[src/pipe_params.svh]
`ifndef PIPE_PARAMS_SVH
`define PIPE_PARAMS_SVH

// stall/flush vector width
// PC, IF/ID, ID/EX, EX/MEM, MEM/WB plus one reserved bit
`define PIPE_STAGES 6

// first fetch address after reset
`define PIPE_RESET_PC 32'h0000_0000

// ecall redirect target
`define PIPE_TRAP_VEC 32'h0000_0100

`define PIPE_MUL_CYCLES 8  // shift-add iterations, one per operand bit

// APB address width, data is one byte
`define PIPE_APB_AW 16

`endif

[src/pipe_pkg.sv]
`include "pipe_params.svh"

package pipe_pkg;

  // zero encoding doubles as the bubble
  typedef enum logic [2:0] {
    KIND_NOP   = 3'd0,
    KIND_ALU   = 3'd1,
    KIND_LOAD  = 3'd2,
    KIND_STORE = 3'd3,
    KIND_JUMP  = 3'd4,
    KIND_MUL   = 3'd5,
    KIND_ECALL = 3'd6
  } instr_kind_e;

  // same layout as the imem word, kind in the top bits
  typedef struct packed {
    instr_kind_e kind;
    logic [4:0]  rd;
    logic [4:0]  rs1;
    logic [7:0]  op_a;
    logic [7:0]  op_b;
    logic [2:0]  pad;
  } instr_t;

  typedef struct packed {
    logic [31:0] pc;
    instr_t      instr;
  } if_id_t;

  typedef struct packed {
    logic [31:0] pc;
    instr_t      instr;
  } id_ex_t;

  typedef struct packed {
    logic [31:0] pc;
    instr_kind_e kind;
    logic [4:0]  rd;
    logic [15:0] result;  // address for load/store
  } ex_mem_t;

  typedef struct packed {
    logic [31:0] pc;
    instr_kind_e kind;
    logic [4:0]  rd;
    logic [15:0] data;
  } mem_wb_t;

  typedef logic [`PIPE_STAGES-1:0] stage_vec_t;

endpackage

[src/pipe_ctrl_if.sv]
`timescale 1ns/1ns

interface pipe_ctrl_if import pipe_pkg::*; ();

  logic if_stall_req;   // imem request waiting for grant
  logic mul_busy;       // multiplier still iterating
  logic jump_taken;     // jump sitting in EX
  logic mem_stall_req;  // APB transfer not finished
  logic trap_req;       // ecall in WB

  stage_vec_t stall;
  stage_vec_t flush;

  modport ctrl (
    input  if_stall_req, mul_busy, jump_taken, mem_stall_req, trap_req,
    output stall, flush
  );

  // fetch needs to know about redirects and EX holds
  modport fetch (
    output if_stall_req,
    input  stall, jump_taken, mul_busy, trap_req
  );

  modport exec (
    output mul_busy, jump_taken,
    input  stall
  );

  modport mem (
    output mem_stall_req
  );

  modport retire (
    output trap_req,
    input  stall
  );

endinterface

[src/pipe_ctrl.sv]
`timescale 1ns/1ns

module pipe_ctrl import pipe_pkg::*; (
  input logic         rst,
  pipe_ctrl_if.ctrl   ctrl,
  input if_id_t       if_id_i,
  input id_ex_t       id_ex_i
);

  // bit order: PC, IF/ID, ID/EX, EX/MEM, MEM/WB, reserved
  localparam stage_vec_t MEM_STALL  = 6'b001111;
  localparam stage_vec_t MEM_FLUSH  = 6'b010000;
  localparam stage_vec_t IF_STALL   = 6'b000011;
  localparam stage_vec_t IF_FLUSH   = 6'b000000;
  localparam stage_vec_t TRAP_STALL = 6'b000010;
  localparam stage_vec_t TRAP_FLUSH = 6'b001110;
  localparam stage_vec_t JUMP_STALL = 6'b000010;
  localparam stage_vec_t JUMP_FLUSH = 6'b000110;
  localparam stage_vec_t MUL_STALL  = 6'b000111;
  localparam stage_vec_t MUL_FLUSH  = 6'b001000;
  localparam stage_vec_t LU_STALL   = 6'b000011;
  localparam stage_vec_t LU_FLUSH   = 6'b000100;
  localparam stage_vec_t RST_FLUSH  = 6'b011111;

  logic       load_use;
  stage_vec_t stall_v;
  stage_vec_t flush_v;

  // load in EX whose rd feeds the instruction in ID
  assign load_use = (id_ex_i.instr.kind == KIND_LOAD) &&
                    (id_ex_i.instr.rd != 5'd0) &&
                    (id_ex_i.instr.rd == if_id_i.instr.rs1);

  // later stages win
  always_comb begin
    if (rst) begin
      stall_v = '0;
      flush_v = RST_FLUSH;
    end else if (ctrl.mem_stall_req) begin
      stall_v = MEM_STALL;
      flush_v = MEM_FLUSH;
    end else if (ctrl.if_stall_req) begin
      stall_v = IF_STALL;
      flush_v = IF_FLUSH;
    end else if (ctrl.trap_req) begin
      stall_v = TRAP_STALL;  // PC free to take the trap vector
      flush_v = TRAP_FLUSH;
    end else if (ctrl.jump_taken) begin
      stall_v = JUMP_STALL;
      flush_v = JUMP_FLUSH;
    end else if (ctrl.mul_busy) begin
      stall_v = MUL_STALL;
      flush_v = MUL_FLUSH;
    end else if (load_use) begin
      // one bubble into EX
      stall_v = LU_STALL;
      flush_v = LU_FLUSH;
    end else begin
      stall_v = '0;
      flush_v = '0;
    end
  end

  assign ctrl.stall = stall_v;
  assign ctrl.flush = flush_v;

endmodule

[src/stage_reg.sv]
`timescale 1ns/1ns

module stage_reg #(
  parameter type payload_t = logic
) (
  input  logic     clk,
  input  logic     rst,
  input  logic     stall_i,
  input  logic     flush_i,
  input  payload_t d_i,
  output payload_t q_o
);

  payload_t q;

  // flush beats stall, all-zero payload is a NOP
  always_ff @(posedge clk) begin
    if (rst || flush_i) begin
      q <= '0;
    end else if (!stall_i) begin
      q <= d_i;
    end
  end

  assign q_o = q;

endmodule

[src/fetch_unit.sv]
`timescale 1ns/1ns
`include "pipe_params.svh"

module fetch_unit import pipe_pkg::*; (
  input  logic        clk,
  input  logic        rst,
  pipe_ctrl_if.fetch  ctl,
  input  logic [31:0] redirect_pc_i,
  output logic        imem_req_o,
  output logic [31:0] imem_addr_o,
  input  logic        imem_gnt_i,
  input  logic [31:0] imem_rdata_i,
  output if_id_t      if_id_o
);

  logic [31:0] pc_q;
  logic        req_q;
  logic        fetched;

  assign fetched = req_q && imem_gnt_i;

  // a pending redirect or EX hold already freezes the front end
  assign ctl.if_stall_req = req_q && !imem_gnt_i && !ctl.jump_taken &&
                            !ctl.trap_req && !ctl.mul_busy;

  always_ff @(posedge clk) begin
    if (rst) begin
      pc_q  <= `PIPE_RESET_PC;
      req_q <= 1'b0;
    end else begin
      req_q <= 1'b1;
      if (!ctl.stall[0]) begin
        if (ctl.trap_req) begin
          pc_q <= `PIPE_TRAP_VEC;
        end else if (ctl.jump_taken) begin
          pc_q <= redirect_pc_i;
        end else if (fetched) begin
          pc_q <= pc_q + 32'd4;
        end
      end
    end
  end

  assign imem_req_o  = req_q;
  assign imem_addr_o = pc_q;

  always_comb begin
    if (fetched) begin
      if_id_o = '{pc: pc_q, instr: instr_t'(imem_rdata_i)};
    end else begin
      if_id_o = '0;  // no grant, bubble
    end
  end

endmodule

[src/exec_unit.sv]
`timescale 1ns/1ns
`include "pipe_params.svh"

module exec_unit import pipe_pkg::*; (
  input  logic        clk,
  input  logic        rst,
  pipe_ctrl_if.exec   ctl,
  input  id_ex_t      id_ex_i,
  output ex_mem_t     ex_mem_o,
  output logic [31:0] redirect_pc_o
);

  logic [15:0] sum;
  logic [31:0] link;
  logic [3:0]  mul_cnt;
  logic [15:0] mul_acc;
  logic        mul_done_q;

  assign sum  = {8'h00, id_ex_i.instr.op_a} + {8'h00, id_ex_i.instr.op_b};
  assign link = id_ex_i.pc + 32'd4;

  assign ctl.jump_taken = (id_ex_i.instr.kind == KIND_JUMP);
  assign ctl.mul_busy   = (id_ex_i.instr.kind == KIND_MUL) && !mul_done_q;
  assign redirect_pc_o  = {22'd0, id_ex_i.instr.op_a, 2'b00};

  // shift-add, one multiplier bit per cycle
  // state clears whenever EX hands its instruction on
  always_ff @(posedge clk) begin
    if (rst || !ctl.stall[2]) begin
      mul_cnt    <= '0;
      mul_acc    <= '0;
      mul_done_q <= 1'b0;
    end else if (ctl.mul_busy) begin
      if (id_ex_i.instr.op_b[mul_cnt[2:0]]) begin
        mul_acc <= mul_acc + ({8'h00, id_ex_i.instr.op_a} << mul_cnt);
      end
      mul_cnt <= mul_cnt + 4'd1;
      if (mul_cnt == 4'(`PIPE_MUL_CYCLES - 1)) begin
        mul_done_q <= 1'b1;
      end
    end
  end

  always_comb begin
    ex_mem_o.pc   = id_ex_i.pc;
    ex_mem_o.kind = id_ex_i.instr.kind;
    ex_mem_o.rd   = id_ex_i.instr.rd;
    case (id_ex_i.instr.kind)
      KIND_ALU:   ex_mem_o.result = sum;
      KIND_LOAD:  ex_mem_o.result = {8'h00, sum[7:0]};
      KIND_STORE: ex_mem_o.result = {id_ex_i.instr.op_b, sum[7:0]};  // data rides on top
      KIND_JUMP:  ex_mem_o.result = link[15:0];
      KIND_MUL:   ex_mem_o.result = mul_acc;
      default:    ex_mem_o.result = '0;
    endcase
  end

endmodule

[src/mem_apb.sv]
`timescale 1ns/1ns
`include "pipe_params.svh"

module mem_apb import pipe_pkg::*; (
  input  logic                    clk,
  input  logic                    rst,
  pipe_ctrl_if.mem                ctl,
  input  ex_mem_t                 ex_mem_i,
  output mem_wb_t                 mem_wb_o,
  output logic                    psel_o,
  output logic                    penable_o,
  output logic                    pwrite_o,
  output logic [`PIPE_APB_AW-1:0] paddr_o,
  output logic [7:0]              pwdata_o,
  input  logic [7:0]              prdata_i,
  input  logic                    pready_i
);

  typedef enum logic [1:0] {
    ST_IDLE,
    ST_SETUP,
    ST_ACCESS
  } apb_state_e;

  apb_state_e state_q;
  logic       is_load;
  logic       is_store;
  logic       is_mem;
  logic       xfer_done;

  assign is_load   = (ex_mem_i.kind == KIND_LOAD);
  assign is_store  = (ex_mem_i.kind == KIND_STORE);
  assign is_mem    = is_load || is_store;
  assign xfer_done = (state_q == ST_ACCESS) && pready_i;

  always_ff @(posedge clk) begin
    if (rst) begin
      state_q <= ST_IDLE;
    end else begin
      case (state_q)
        ST_IDLE:   if (is_mem) state_q <= ST_SETUP;
        ST_SETUP:  state_q <= ST_ACCESS;
        ST_ACCESS: if (pready_i) state_q <= ST_IDLE;
        default:   state_q <= ST_IDLE;
      endcase
    end
  end

  // EX/MEM stays put until the transfer ends, so the bus fields hold steady
  assign ctl.mem_stall_req = is_mem && !xfer_done;

  assign psel_o    = (state_q != ST_IDLE);
  assign penable_o = (state_q == ST_ACCESS);
  assign pwrite_o  = psel_o && is_store;
  assign paddr_o   = {{(`PIPE_APB_AW - 8){1'b0}}, ex_mem_i.result[7:0]};
  assign pwdata_o  = ex_mem_i.result[15:8];

  always_comb begin
    mem_wb_o.pc   = ex_mem_i.pc;
    mem_wb_o.kind = ex_mem_i.kind;
    mem_wb_o.rd   = ex_mem_i.rd;
    if (is_load) begin
      mem_wb_o.data = {8'h00, prdata_i};  // only sampled on the pready cycle
    end else begin
      mem_wb_o.data = ex_mem_i.result;
    end
  end

endmodule

[src/retire_unit.sv]
`timescale 1ns/1ns

module retire_unit import pipe_pkg::*; (
  input  logic        clk,
  input  logic        rst,
  pipe_ctrl_if.retire ctl,
  input  mem_wb_t     mem_wb_i,
  output logic        retire_valid_o,
  output logic [31:0] retire_pc_o,
  output instr_kind_e retire_kind_o,
  output logic [4:0]  retire_rd_o,
  output logic [15:0] retire_data_o
);

  logic ecall_wb;
  logic trap_pend_q;  // trap held off by an APB wait
  logic kill_q;       // drop the instruction that was in MEM behind the ecall

  assign ecall_wb     = (mem_wb_i.kind == KIND_ECALL) && !kill_q;
  assign ctl.trap_req = ecall_wb || trap_pend_q;

  always_ff @(posedge clk) begin
    if (rst) begin
      trap_pend_q    <= 1'b0;
      kill_q         <= 1'b0;
      retire_valid_o <= 1'b0;
    end else begin
      // PC stall means a higher priority hazard won this cycle
      trap_pend_q    <= ctl.trap_req && ctl.stall[0];
      kill_q         <= ctl.trap_req && !ctl.stall[0];
      retire_valid_o <= (mem_wb_i.kind != KIND_NOP) && !kill_q;
    end
  end

  always_ff @(posedge clk) begin
    retire_pc_o   <= mem_wb_i.pc;
    retire_kind_o <= mem_wb_i.kind;
    retire_rd_o   <= mem_wb_i.rd;
    retire_data_o <= mem_wb_i.data;
  end

endmodule

[src/pipe_top.sv]
`timescale 1ns/1ns
`include "pipe_params.svh"

module pipe_top import pipe_pkg::*; (
  input  logic                    clk,
  input  logic                    rst,
  output logic                    imem_req_o,
  output logic [31:0]             imem_addr_o,
  input  logic                    imem_gnt_i,
  input  logic [31:0]             imem_rdata_i,
  output logic                    psel_o,
  output logic                    penable_o,
  output logic                    pwrite_o,
  output logic [`PIPE_APB_AW-1:0] paddr_o,
  output logic [7:0]              pwdata_o,
  input  logic [7:0]              prdata_i,
  input  logic                    pready_i,
  output logic                    retire_valid_o,
  output logic [31:0]             retire_pc_o,
  output instr_kind_e             retire_kind_o,
  output logic [4:0]              retire_rd_o,
  output logic [15:0]             retire_data_o
);

  pipe_ctrl_if ctl_if ();

  if_id_t      if_id_d, if_id_q;
  id_ex_t      id_ex_q;
  ex_mem_t     ex_mem_d, ex_mem_q;
  mem_wb_t     mem_wb_d, mem_wb_q;
  logic [31:0] redirect_pc;
  logic        id_ex_bubble;

  // IF/ID held while ID/EX moves on, so EX must not see the same instruction twice
  assign id_ex_bubble = ctl_if.flush[2] | (ctl_if.stall[1] & ~ctl_if.stall[2]);

  pipe_ctrl u_ctrl (.rst(rst), .ctrl(ctl_if.ctrl), .if_id_i(if_id_q), .id_ex_i(id_ex_q));

  fetch_unit u_fetch (
    .clk(clk), .rst(rst), .ctl(ctl_if.fetch), .redirect_pc_i(redirect_pc),
    .imem_req_o(imem_req_o), .imem_addr_o(imem_addr_o), .imem_gnt_i(imem_gnt_i),
    .imem_rdata_i(imem_rdata_i), .if_id_o(if_id_d)
  );

  stage_reg #(.payload_t(if_id_t)) u_if_id (
    .clk(clk), .rst(rst), .stall_i(ctl_if.stall[1]), .flush_i(ctl_if.flush[1]),
    .d_i(if_id_d), .q_o(if_id_q)
  );

  stage_reg #(.payload_t(id_ex_t)) u_id_ex (
    .clk(clk), .rst(rst), .stall_i(ctl_if.stall[2]), .flush_i(id_ex_bubble),
    .d_i(id_ex_t'(if_id_q)), .q_o(id_ex_q)
  );

  exec_unit u_exec (
    .clk(clk), .rst(rst), .ctl(ctl_if.exec), .id_ex_i(id_ex_q),
    .ex_mem_o(ex_mem_d), .redirect_pc_o(redirect_pc)
  );

  stage_reg #(.payload_t(ex_mem_t)) u_ex_mem (
    .clk(clk), .rst(rst), .stall_i(ctl_if.stall[3]), .flush_i(ctl_if.flush[3]),
    .d_i(ex_mem_d), .q_o(ex_mem_q)
  );

  mem_apb u_mem (
    .clk(clk), .rst(rst), .ctl(ctl_if.mem), .ex_mem_i(ex_mem_q), .mem_wb_o(mem_wb_d),
    .psel_o(psel_o), .penable_o(penable_o), .pwrite_o(pwrite_o), .paddr_o(paddr_o),
    .pwdata_o(pwdata_o), .prdata_i(prdata_i), .pready_i(pready_i)
  );

  stage_reg #(.payload_t(mem_wb_t)) u_mem_wb (
    .clk(clk), .rst(rst), .stall_i(ctl_if.stall[4]), .flush_i(ctl_if.flush[4]),
    .d_i(mem_wb_d), .q_o(mem_wb_q)
  );

  retire_unit u_retire (
    .clk(clk), .rst(rst), .ctl(ctl_if.retire), .mem_wb_i(mem_wb_q),
    .retire_valid_o(retire_valid_o), .retire_pc_o(retire_pc_o),
    .retire_kind_o(retire_kind_o), .retire_rd_o(retire_rd_o),
    .retire_data_o(retire_data_o)
  );

endmodule

[config.mk]
export PLATFORM = sky130hd
export DESIGN_NAME = pipe_top
export DESIGN_NICKNAME = d
export VERILOG_FILES = /design/src/pipe_pkg.sv /design/src/pipe_ctrl_if.sv /design/src/pipe_ctrl.sv /design/src/stage_reg.sv /design/src/fetch_unit.sv /design/src/exec_unit.sv /design/src/mem_apb.sv /design/src/retire_unit.sv /design/src/pipe_top.sv
export VERILOG_INCLUDE_DIRS = /design/src
export SDC_FILE = /design/constraint.sdc
export NUM_CORES = 1
export LEC_CHECK = 0
export BUFFER_PORTS_ARGS = -buffer_cell sky130_fd_sc_hd__buf_2
export CORE_MARGIN = 2
export CORE_UTILIZATION = 60
export CTS_CLUSTER_DIAMETER = 150
export DETAILED_ROUTE_END_ITERATION = 8
export GPL_TIMING_DRIVEN = 0
export PLACE_DENSITY_LB_ADDON = 0.12
export SYNTH_ARGS = -nofsm -noshare
export SYNTH_HDL_FRONTEND = slang
export SYNTH_HIERARCHICAL = 1
export SYNTH_SLANG_ARGS = --single-unit
[constraint.sdc]
create_clock -name clk -period 3.93 [get_ports clk]
set_input_delay 0 -clock clk [delete_from_list [all_inputs] [get_ports clk]]
set_output_delay 0 -clock clk [all_outputs]
set_load 0.01 [all_outputs]
==> flow_summary.yaml, run 1 <==
critical_path:
  worstPathMaxFanout: 10
  critical_path_class: "flip-flop to flip-flop"
  cp.arrival_ps: 4110
  startpoint_type: "flip-flop"
  cp-end-kind: "flip-flop"
  required_ps: 4330
power_and_ir_drop:
  power.switching_mw: 1.54
  p_int_mw: 5.81
  p_leak_nw: 8.13
  p_per_area_nw_per_um2: 379
  seqPwrFrac_pct: 47.8
  switching_share_pct: 20.9
  p_clk_share_pct: 47.7
  combPwrFrac_pct: 4.5
  ir_worst_vdd_mv: 0.239
drt:
  num_vias: 12900
  drc: 0
  drt_iter0_markers: 1120
  wirelength_mm: 39.7
  final_antenna_net_count: 0
  drt_pass1_iterations: 7
  vias_per_cell: 5.49
  wl_per_cell_um: 16.9
synth:
  yosysWarnings: 6
  syn_area_um2: 16400
  synth_area_per_cell_um2: 9.50
  synthCells: 1725
grt:
  grt_pass1_vias: 12200
  antenna_found_initial: 0
  grt_overflow: 0
  grtUsageTotal_pct: 27.4
  grt_max_degree: 20
  grt_pass1_wl_mm: 63.8
clock_network:
  root_buffer: "clkbuf_16"
  numCtsBuffers: 36
  htree_num_levels: 2
  cts_tree: "done"
  clock_sink_count: 344
  path_clk_slew_ps: 60
  cts.path.max_buffers: 3
  insertion_delay_ps: 520
die:
  die_h_um: 169
  core_um2: 26900
  die_area_um2: 28700
  io_pins: 161
  start_util_pct: 61.0
  die_x_um: 169
  rows: 60
final_layout:
  drive_above_1_share_pct: 22.3
  diodes: 0
  instances_no_fill: 2347
  fill_cells: 2048
  syn_to_final_growth_pct: 18.1
  layout.nets: 2053
placement:
  dp.final_hpwl_mm: 28.8
  dp.cells: 2244
  numPortBuffers: 148
  place_congestion: 0.933
job:
  cap_violations: 0
timing:
  hold_viol: 0
  skew_ps: 14.4
  min_period_ps: 3710
  setup_viol: 0
  max_freq_ghz: 0.270
  max-slew-margin-rel_pct: 30.5
  drv_slew: 0
  worst_pin_slew_ps: 1030
  hold-worst-slack_ps: 101
  fin_crit_sh_pct: 94.4
hold_path:
  hp-class: "primary input to flip-flop"
outcome:
  outcome: "completed"
power groups by stage:
| stage | registers, mW | logic, mW | clock network, mW |
|---|---|---|---|
| floorplan | 3.58 | 0.219 | 0 |
| global placement | 3.59 | 0.284 | 0 |
| detailed placement | 3.59 | 0.288 | 0 |
| CTS | 3.51 | 0.319 | 3.56 |
| global route | 3.51 | 0.358 | 3.69 |
| finish | 3.51 | 0.332 | 3.50 |
final cells by class:
type | instances | area, µm² | area share [%]
Buffer | 239 | 1850 | 9.56
Sequential cell | 344 | 6890 | 35.6
Multi-Input combinational cell | 1152 | 7750 | 40.0
Inverter | 19 | 71.3 | 0.368
Tap cell | 341 | 427 | 2.20
Clock inverter | 9 | 159 | 0.821
Timing Repair Buffer | 189 | 1150 | 5.93
Clock buffer | 54 | 1070 | 5.53
what timing repair did:
item,in CTS,in global routing
pin swaps,0,1
endpoints found under the setup margin,32,27
hold endpoints to repair,41,0
gates resized for setup,6,10
buffers inserted,0,1
hold buffers,40,0
critical path, cell delays in order (launching register included):
cell      delay [ps]
dfxtp_1          620
nand2b_1         220
nor2_4           280
or2_1            340
nor4b_4          100
nor2_1           200
a21oi_1          120
inv_1            110
a21oi_2           80
clkbuf_4         240
a21oi_1          530
nor2_2           120
clkbuf_2         240
a221o_1          380
state kept, by name, indices dropped and copies added (netlist names), 16 cells and up:
signal	count
u_if_id/q_o	61
u_id_ex/q_o	56
u_ex_mem/q_o	56
u_retire/retire_data_o	16
u_fetch/imem_addr_o	32
u_retire/retire_pc_o	32
u_exec/mul_acc	16
u_mem_wb/q_o	56
metrics by stage:
step                      worst slack [ps]  util, %  total power, mW  cell area [µm²]  TNS [ps]
after CTS                             31.2     71.9             7.39            19300         0
after floorplan                        528        -             3.80            16500         0
after detailed placement              -847     65.8             3.87            17700    -15120
after global routing                 -13.4     72.0             7.56            19400     -25.5
after global placement                -698     65.8             3.87            17700    -11000
final                                  221     72.0             7.34            19400         0
routing by layer:
layer | vias up | part of all wire [%] | GRT usage, % | routed length, µm
li1 | 6324 | - | - | -
met1 | 5994 | 46 | 37.6 | 18300
met2 | 491 | 45 | 44.8 | 17900
met3 | 86 | 5.8 | 3.59 | 2310
met4 | 0 | 3.1 | 8.96 | 1210
met5 | - | 0 | 0 | 0
placed cells by master (no fill, tap or decap), types with 10 or more instances in the layout:
master / count
a21oi_1: 51
a22oi_1: 12
and3_1: 65
buf_2: 156
buf_4: 145
buf_6: 35
buf_8: 12
clkbuf_1: 43
clkbuf_16: 38
conb_1: 33
dfxtp_1: 343
dlygate4sd3_1: 40
ha_1: 26
inv_1: 18
mux2_2: 10
mux2i_1: 256
nand2_1: 71
nand3_1: 26
nand4_1: 19
nor2_1: 297
nor2b_1: 17
nor3_1: 14
o21ai_0: 46
o22ai_1: 18
xnor2_1: 17
xor2_1: 25
path summary, 6_finish.rpt:
kind,from,endpoint,slack [ps],cells after the start
max,u_id_ex/q_o[31],u_fetch/imem_addr_o[30],220,13
max reg2reg,u_id_ex/q_o[31],u_fetch/imem_addr_o[30],220,13
min reg2reg,u_mem_wb/q_o[0],u_retire/retire_data_o[0],350,0
min,imem_gnt_i,u_fetch/imem_addr_o[17],100,4
(Power assumes the default switching activity.)
==> run 2: changes to the inputs <==
--- a/config.mk
+++ b/config.mk
@@ -13,6 +13,7 @@
 export DETAILED_ROUTE_END_ITERATION = 8
 export GPL_TIMING_DRIVEN = 0
 export PLACE_DENSITY_LB_ADDON = 0.12
+export RECOVER_POWER = 50
 export SYNTH_ARGS = -nofsm -noshare
 export SYNTH_HDL_FRONTEND = slang
 export SYNTH_HIERARCHICAL = 1
==> run 2 against run 1 <==
Clock skew is essentially flat; cell count is the same; clock power is essentially flat; highest routed layer unchanged.
==> flow_summary.yaml, run 2 (synthesized netlist as in run 1, its figures left out) <==
clock_network:
  htree_num_levels: 2
  cts_tree: "done"
  insertion_delay_ps: 520
  path_clk_slew_ps: 60
  clock_sink_count: 344
  cts.path.max_buffers: 3
  numCtsBuffers: 36
  root_buffer: "clkbuf_16"
grt:
  grt_max_degree: 20
  grtUsageTotal_pct: 27.4
  grt_pass1_vias: 12200
  grt_overflow: 0
  grt_pass1_wl_mm: 63.8
  antenna_found_initial: 0
die:
  start_util_pct: 61.0
  die_h_um: 169
  die_area_um2: 28700
  io_pins: 161
  die_x_um: 169
  rows: 60
  core_um2: 26900
critical_path:
  cp-end-kind: "flip-flop"
  required_ps: 4330
  timing.rr.end: "u_fetch/imem_addr_o[30]"
  cp.arrival_ps: 4100
  cpMostUsedCell: "a21oi_1"
  critical_path_class: "flip-flop to flip-flop"
  slowest_delay_ps: 620
  worstPathMaxFanout: 10
  slowest_stage: "dfxtp_1"
  rr_worst_depth: 13
  startpoint_type: "flip-flop"
  rrSetupSlack_ps: 230
  cp_cell_sequence: "nand2b_1 -> nor2_4 -> or2_1 -> nor4b_4 -> nor2_1 -> a21oi_1 -> inv_1 -> a21oi_2 -> clkbuf_4 -> a21oi_1 -> nor2_2 -> clkbuf_2 -> a221o_1"
  critical_path.reg2reg.startpoint: "u_id_ex/q_o[31]"
drt:
  drt_iter0_markers: 1131
  final_antenna_net_count: 0
  vias_per_cell: 5.51
  wl_per_cell_um: 17.0
  num_vias: 12900
  wirelength_mm: 39.8
  drt_pass1_iterations: 7
  drc: 0
final_layout:
  layout.nets: 2053
  drive_above_1_share_pct: 17.3
  syn_to_final_growth_pct: 17.2
  fin_area_um2: 19200
  fill_cells: 2108
  mostFrequentLayoutCell: "dfxtp_1"
  layout_common_cells: "dfxtp_1 (343), nor2_1 (297), mux2i_1 (256)"
  largest_reg_flops: 61
  diodes: 0
job:
  cap_violations: 0
timing:
  skew_ps: 14.3
  drv_slew: 0
  worst_pin_slew_ps: 1060
  min_period_ps: 3700
  max-slew-margin-rel_pct: 28.8
  hold_viol: 0
  fin_crit_sh_pct: 94.1
  max_freq_ghz: 0.270
  setup_tns_ps: 0
  setup_viol: 0
hold_path:
  min_from: "imem_gnt_i"
  holdPathEnd: "u_fetch/imem_addr_o[17]"
  holdPathStages: 4
  hp-class: "primary input to flip-flop"
power_and_ir_drop:
  p_leak_nw: 7.68
  p_per_area_nw_per_um2: 382
  ir_worst_vdd_mv: 0.241
placement:
  place_area_um2: 17700
  place_congestion: 0.933
  dp.final_hpwl_mm: 28.8
  numPortBuffers: 148
outcome:
  outcome: "completed"
## run 2: changes by cell type in the layout (fill, tap and decap cells not counted), sizes merged
| cell | before | now |
|---|---|---|
| clkbuf | 90 | 204 |
| buf | 352 | 238 |
## run 2: cell type report
class / count / area, µm² / area share [%]
Buffer: 239 / 1820 / 9.46
Clock buffer: 54 / 1070 / 5.58
Clock inverter: 9 / 159 / 0.827
Inverter: 19 / 71.3 / 0.371
Multi-Input combinational cell: 1152 / 7750 / 40.3
Sequential cell: 344 / 6890 / 35.9
Tap cell: 341 / 427 / 2.22
Timing Repair Buffer: 189 / 1030 / 5.37
## run 2: layer usage
metal | global-route usage [%] | share of wire [%] | vias up
li1 | - | - | 6323
met1 | 37.6 | 46 | 6034
met2 | 44.8 | 45 | 487
met3 | 3.59 | 6.2 | 85
met4 | 8.96 | 3.0 | 0
met5 | 0 | 0 | -
## run 2: worst max-delay path by stage
stage | from | end | slack (ps) | cells past startpoint
global route | u_id_ex/q_o[31] | u_fetch/imem_addr_o[30] | -10 | 13
CTS | u_id_ex/q_o[29] | u_fetch/imem_addr_o[31] | 30 | 14
floorplan | u_id_ex/q_o[30] | u_fetch/imem_addr_o[14] | 530 | 14
global placement | u_id_ex/q_o[29] | u_fetch/imem_addr_o[14] | -700 | 14
finish | u_id_ex/q_o[31] | u_fetch/imem_addr_o[30] | 230 | 13
detailed placement | u_id_ex/q_o[29] | u_fetch/imem_addr_o[18] | -850 | 14
## run 2: power breakdown
part           internal, mW  switching, mW  leakage [nW]
clock network          2.15           1.36         0.599
logic                 0.156          0.170          4.31
registers              3.50         0.0126          2.77
## run 2: per-stage QoR
stage	hold slack, ps	setup slack, ps	util [%]	cells	power, mW
after floorplan	69.1	528	-	1755	3.80
final	89.8	231	71.5	2347	7.34
after global routing	130	-13.5	71.5	2347	7.55
after detailed placement	293	-847	65.8	2244	3.87
after global placement	287	-698	65.8	2244	3.87
after CTS	74.5	31.2	71.9	2346	7.39
## run 2: timing repair
action | 4_1_cts | 5_1_grt
pin swaps | 0 | 1
hold buffers | 40 | 0
gates resized for setup | 6 | 10
hold endpoints to repair | 41 | 0
setup endpoints to repair | 32 | 27
setup buffers | 0 | 1
## run 2: worst max-delay path, delay by kind of cell, from the launching register on
family          cells  cell delay, ps
compound gates      4            1110
buf+inv             3             580
flops               1             620
simple gates        6            1260
==> run 3: changes to the inputs <==
--- a/config.mk
+++ b/config.mk
@@ -9,6 +9,7 @@
 export BUFFER_PORTS_ARGS = -buffer_cell sky130_fd_sc_hd__buf_2
 export CORE_MARGIN = 2
 export CORE_UTILIZATION = 60
+export CTS_BUF_LIST = sky130_fd_sc_hd__clkbuf_4 sky130_fd_sc_hd__clkbuf_8 sky130_fd_sc_hd__clkbuf_16
 export CTS_CLUSTER_DIAMETER = 150
 export DETAILED_ROUTE_END_ITERATION = 8
 export GPL_TIMING_DRIVEN = 0
==> run 3 against run 2 <==
Worst hold slack about the same; utilization increased by 0.14 points; die area unchanged; first-iteration DRC count decreased by 2.6%; final area increased by 0.20%; critical path type unchanged; largest cell class unchanged.
==> flow_summary.yaml, run 3 (synthesized netlist as in run 1, its figures left out) <==
outcome:
  outcome: "completed"
final_layout:
  syn_to_final_growth_pct: 17.4
  largest_reg_flops: 61
  drive_above_1_share_pct: 17.8
  layout_common_cells: "dfxtp_1 (343), nor2_1 (297), mux2i_1 (256)"
  diodes: 0
  instances_no_fill: 2347
  layout.nets: 2053
  mostFrequentLayoutCell: "dfxtp_1"
  fill_cells: 2096
clock_network:
  root_buffer: "clkbuf_16"
  clock_sink_count: 344
  path_clk_slew_ps: 60
  cts_tree: "done"
  cts.path.max_buffers: 3
  insertion_delay_ps: 520
  numCtsBuffers: 36
  htree_num_levels: 2
power_and_ir_drop:
  p_per_area_nw_per_um2: 385
  combPwrFrac_pct: 4.4
  p_int_mw: 5.87
  ir_worst_vdd_mv: 0.239
  power.switching_mw: 1.54
  seqPwrFrac_pct: 47.4
  p_leak_nw: 7.72
  p_clk_share_pct: 48.2
  switching_share_pct: 20.7
critical_path:
  critical_path_class: "flip-flop to flip-flop"
  worstPathMaxFanout: 10
  slowest_delay_ps: 610
  cp.arrival_ps: 4080
  slowest_stage: "dfxtp_1"
  cp.depth: 13
  rr_worst_depth: 13
  startpoint_type: "flip-flop"
  critical_path.reg2reg.startpoint: "u_id_ex/q_o[31]"
  cpMostUsedCell: "a21oi_1"
  critPathBufInv: 3
  rrSetupSlack_ps: 250
  cp_cell_sequence: "nand2b_1 -> nor2_4 -> or2_1 -> nor4b_4 -> nor2_1 -> a21oi_1 -> inv_1 -> a21oi_2 -> clkbuf_4 -> a21oi_1 -> nor2_2 -> clkbuf_2 -> a221o_1"
  cp-end-kind: "flip-flop"
  required_ps: 4330
  crit_family: "simple AND/OR/NAND/NOR gates"
  timing.rr.end: "u_fetch/imem_addr_o[30]"
drt:
  drt_iter0_markers: 1102
  wl_per_cell_um: 17.0
  vias_per_cell: 5.50
  num_vias: 12900
  wirelength_mm: 39.9
  drc: 0
  final_antenna_net_count: 0
  drt_pass1_iterations: 6
timing:
  max_freq_ghz: 0.272
  worst_pin_slew_ps: 1030
  min_period_ps: 3680
  drv_slew: 0
  max-slew-margin-rel_pct: 30.5
  skew_ps: 14.9
  setup_ws_ps: 252
  fin_crit_sh_pct: 93.6
  hold_viol: 0
  hold-worst-slack_ps: 90.3
  setup_viol: 0
placement:
  numPortBuffers: 148
  dp.cells: 2244
  place_ws_ps: -847
  place_congestion: 0.933
  dp.final_hpwl_mm: 28.8
hold_path:
  holdPathEnd: "u_fetch/imem_addr_o[17]"
  min_from: "imem_gnt_i"
  hp-class: "primary input to flip-flop"
  holdPathStages: 4
die:
  die_x_um: 169
  die_h_um: 169
  rows: 60
  die_area_um2: 28700
  io_pins: 161
  core_um2: 26900
  start_util_pct: 61.0
grt:
  grtUsageTotal_pct: 27.4
  grt_pass1_wl_mm: 64.0
  antenna_found_initial: 0
  grt_max_degree: 20
  grt_overflow: 0
  grt_pass1_vias: 12300
job:
  cap_violations: 0
==> run 3: changes by cell type in the layout (fill, tap and decap cells not counted) <==
cell	change
clkbuf_4	+10
clkbuf_1	-10
==> run 3: worst max-delay path by stage <==
stage | slack (ps) | start | endpoint
after floorplan | 530 | u_id_ex/q_o[30] | u_fetch/imem_addr_o[14]
after global placement | -700 | u_id_ex/q_o[29] | u_fetch/imem_addr_o[14]
after detailed placement | -850 | u_id_ex/q_o[29] | u_fetch/imem_addr_o[18]
after CTS | 30 | u_id_ex/q_o[29] | u_fetch/imem_addr_o[31]
after global routing | -20 | u_id_ex/q_o[31] | u_fetch/imem_addr_o[30]
final | 250 | u_id_ex/q_o[31] | u_fetch/imem_addr_o[30]
==> run 3: worst reg2reg max path, delay by kind of cell (launching register included) <==
| kind | cells | cell delay [ps] |
|---|---|---|
| buf+inv | 3 | 580 |
| compound gates | 4 | 1100 |
| flops | 1 | 610 |
| simple gates | 6 | 1270 |
==> run 3: area by class of cell <==
class	count	area, µm²	share of cell area, %
multi-input combinational	1152	7750	40.2
buffer	239	1820	9.44
tap	341	427	2.22
timing repair buffer	189	1030	5.36
clock inverter	9	159	0.826
inverter	19	71.3	0.371
clock buffer	54	1110	5.76
sequential	344	6890	35.8
==> run 3: per-layer routing <==
layer / wire [µm] / up-vias / share of wire, % / GRT usage (%)
met5: 0 / - / 0 / 0
met4: 1250 / 0 / 3.1 / 9.29
met3: 2350 / 88 / 5.9 / 3.61
met2: 18000 / 485 / 45 / 44.8
met1: 18300 / 6019 / 46 / 37.6
li1: - / 6314 / - / -
==> run 3: stage by stage <==
stage | TNS, ps | power [mW] | instance area [µm²] | util, %
after floorplan | 0 | 3.80 | 16500 | -
after global placement | -11000 | 3.87 | 17700 | 65.8
after detailed placement | -15120 | 3.87 | 17700 | 65.8
after CTS | 0 | 7.46 | 19400 | 72.0
after global routing | -38.4 | 7.62 | 19200 | 71.6
final | 0 | 7.41 | 19200 | 71.6
==> run 3: power groups by stage <==
| stage | registers [mW] | logic [mW] | clock network (mW) |
|---|---|---|---|
| detailed placement | 3.59 | 0.288 | 0 |
| finish | 3.51 | 0.327 | 3.57 |
| floorplan | 3.58 | 0.219 | 0 |
| CTS | 3.51 | 0.319 | 3.63 |
| global route | 3.51 | 0.354 | 3.76 |
| global placement | 3.59 | 0.284 | 0 |
==> run 3: repair_timing <==
item / CTS / global route
endpoints found under the setup margin: 32 / 27
buffers inserted: 0 / 1
gates resized for setup: 6 / 10
hold endpoints to repair: 41 / 0
pin swaps: 0 / 1
hold buffers: 40 / 0
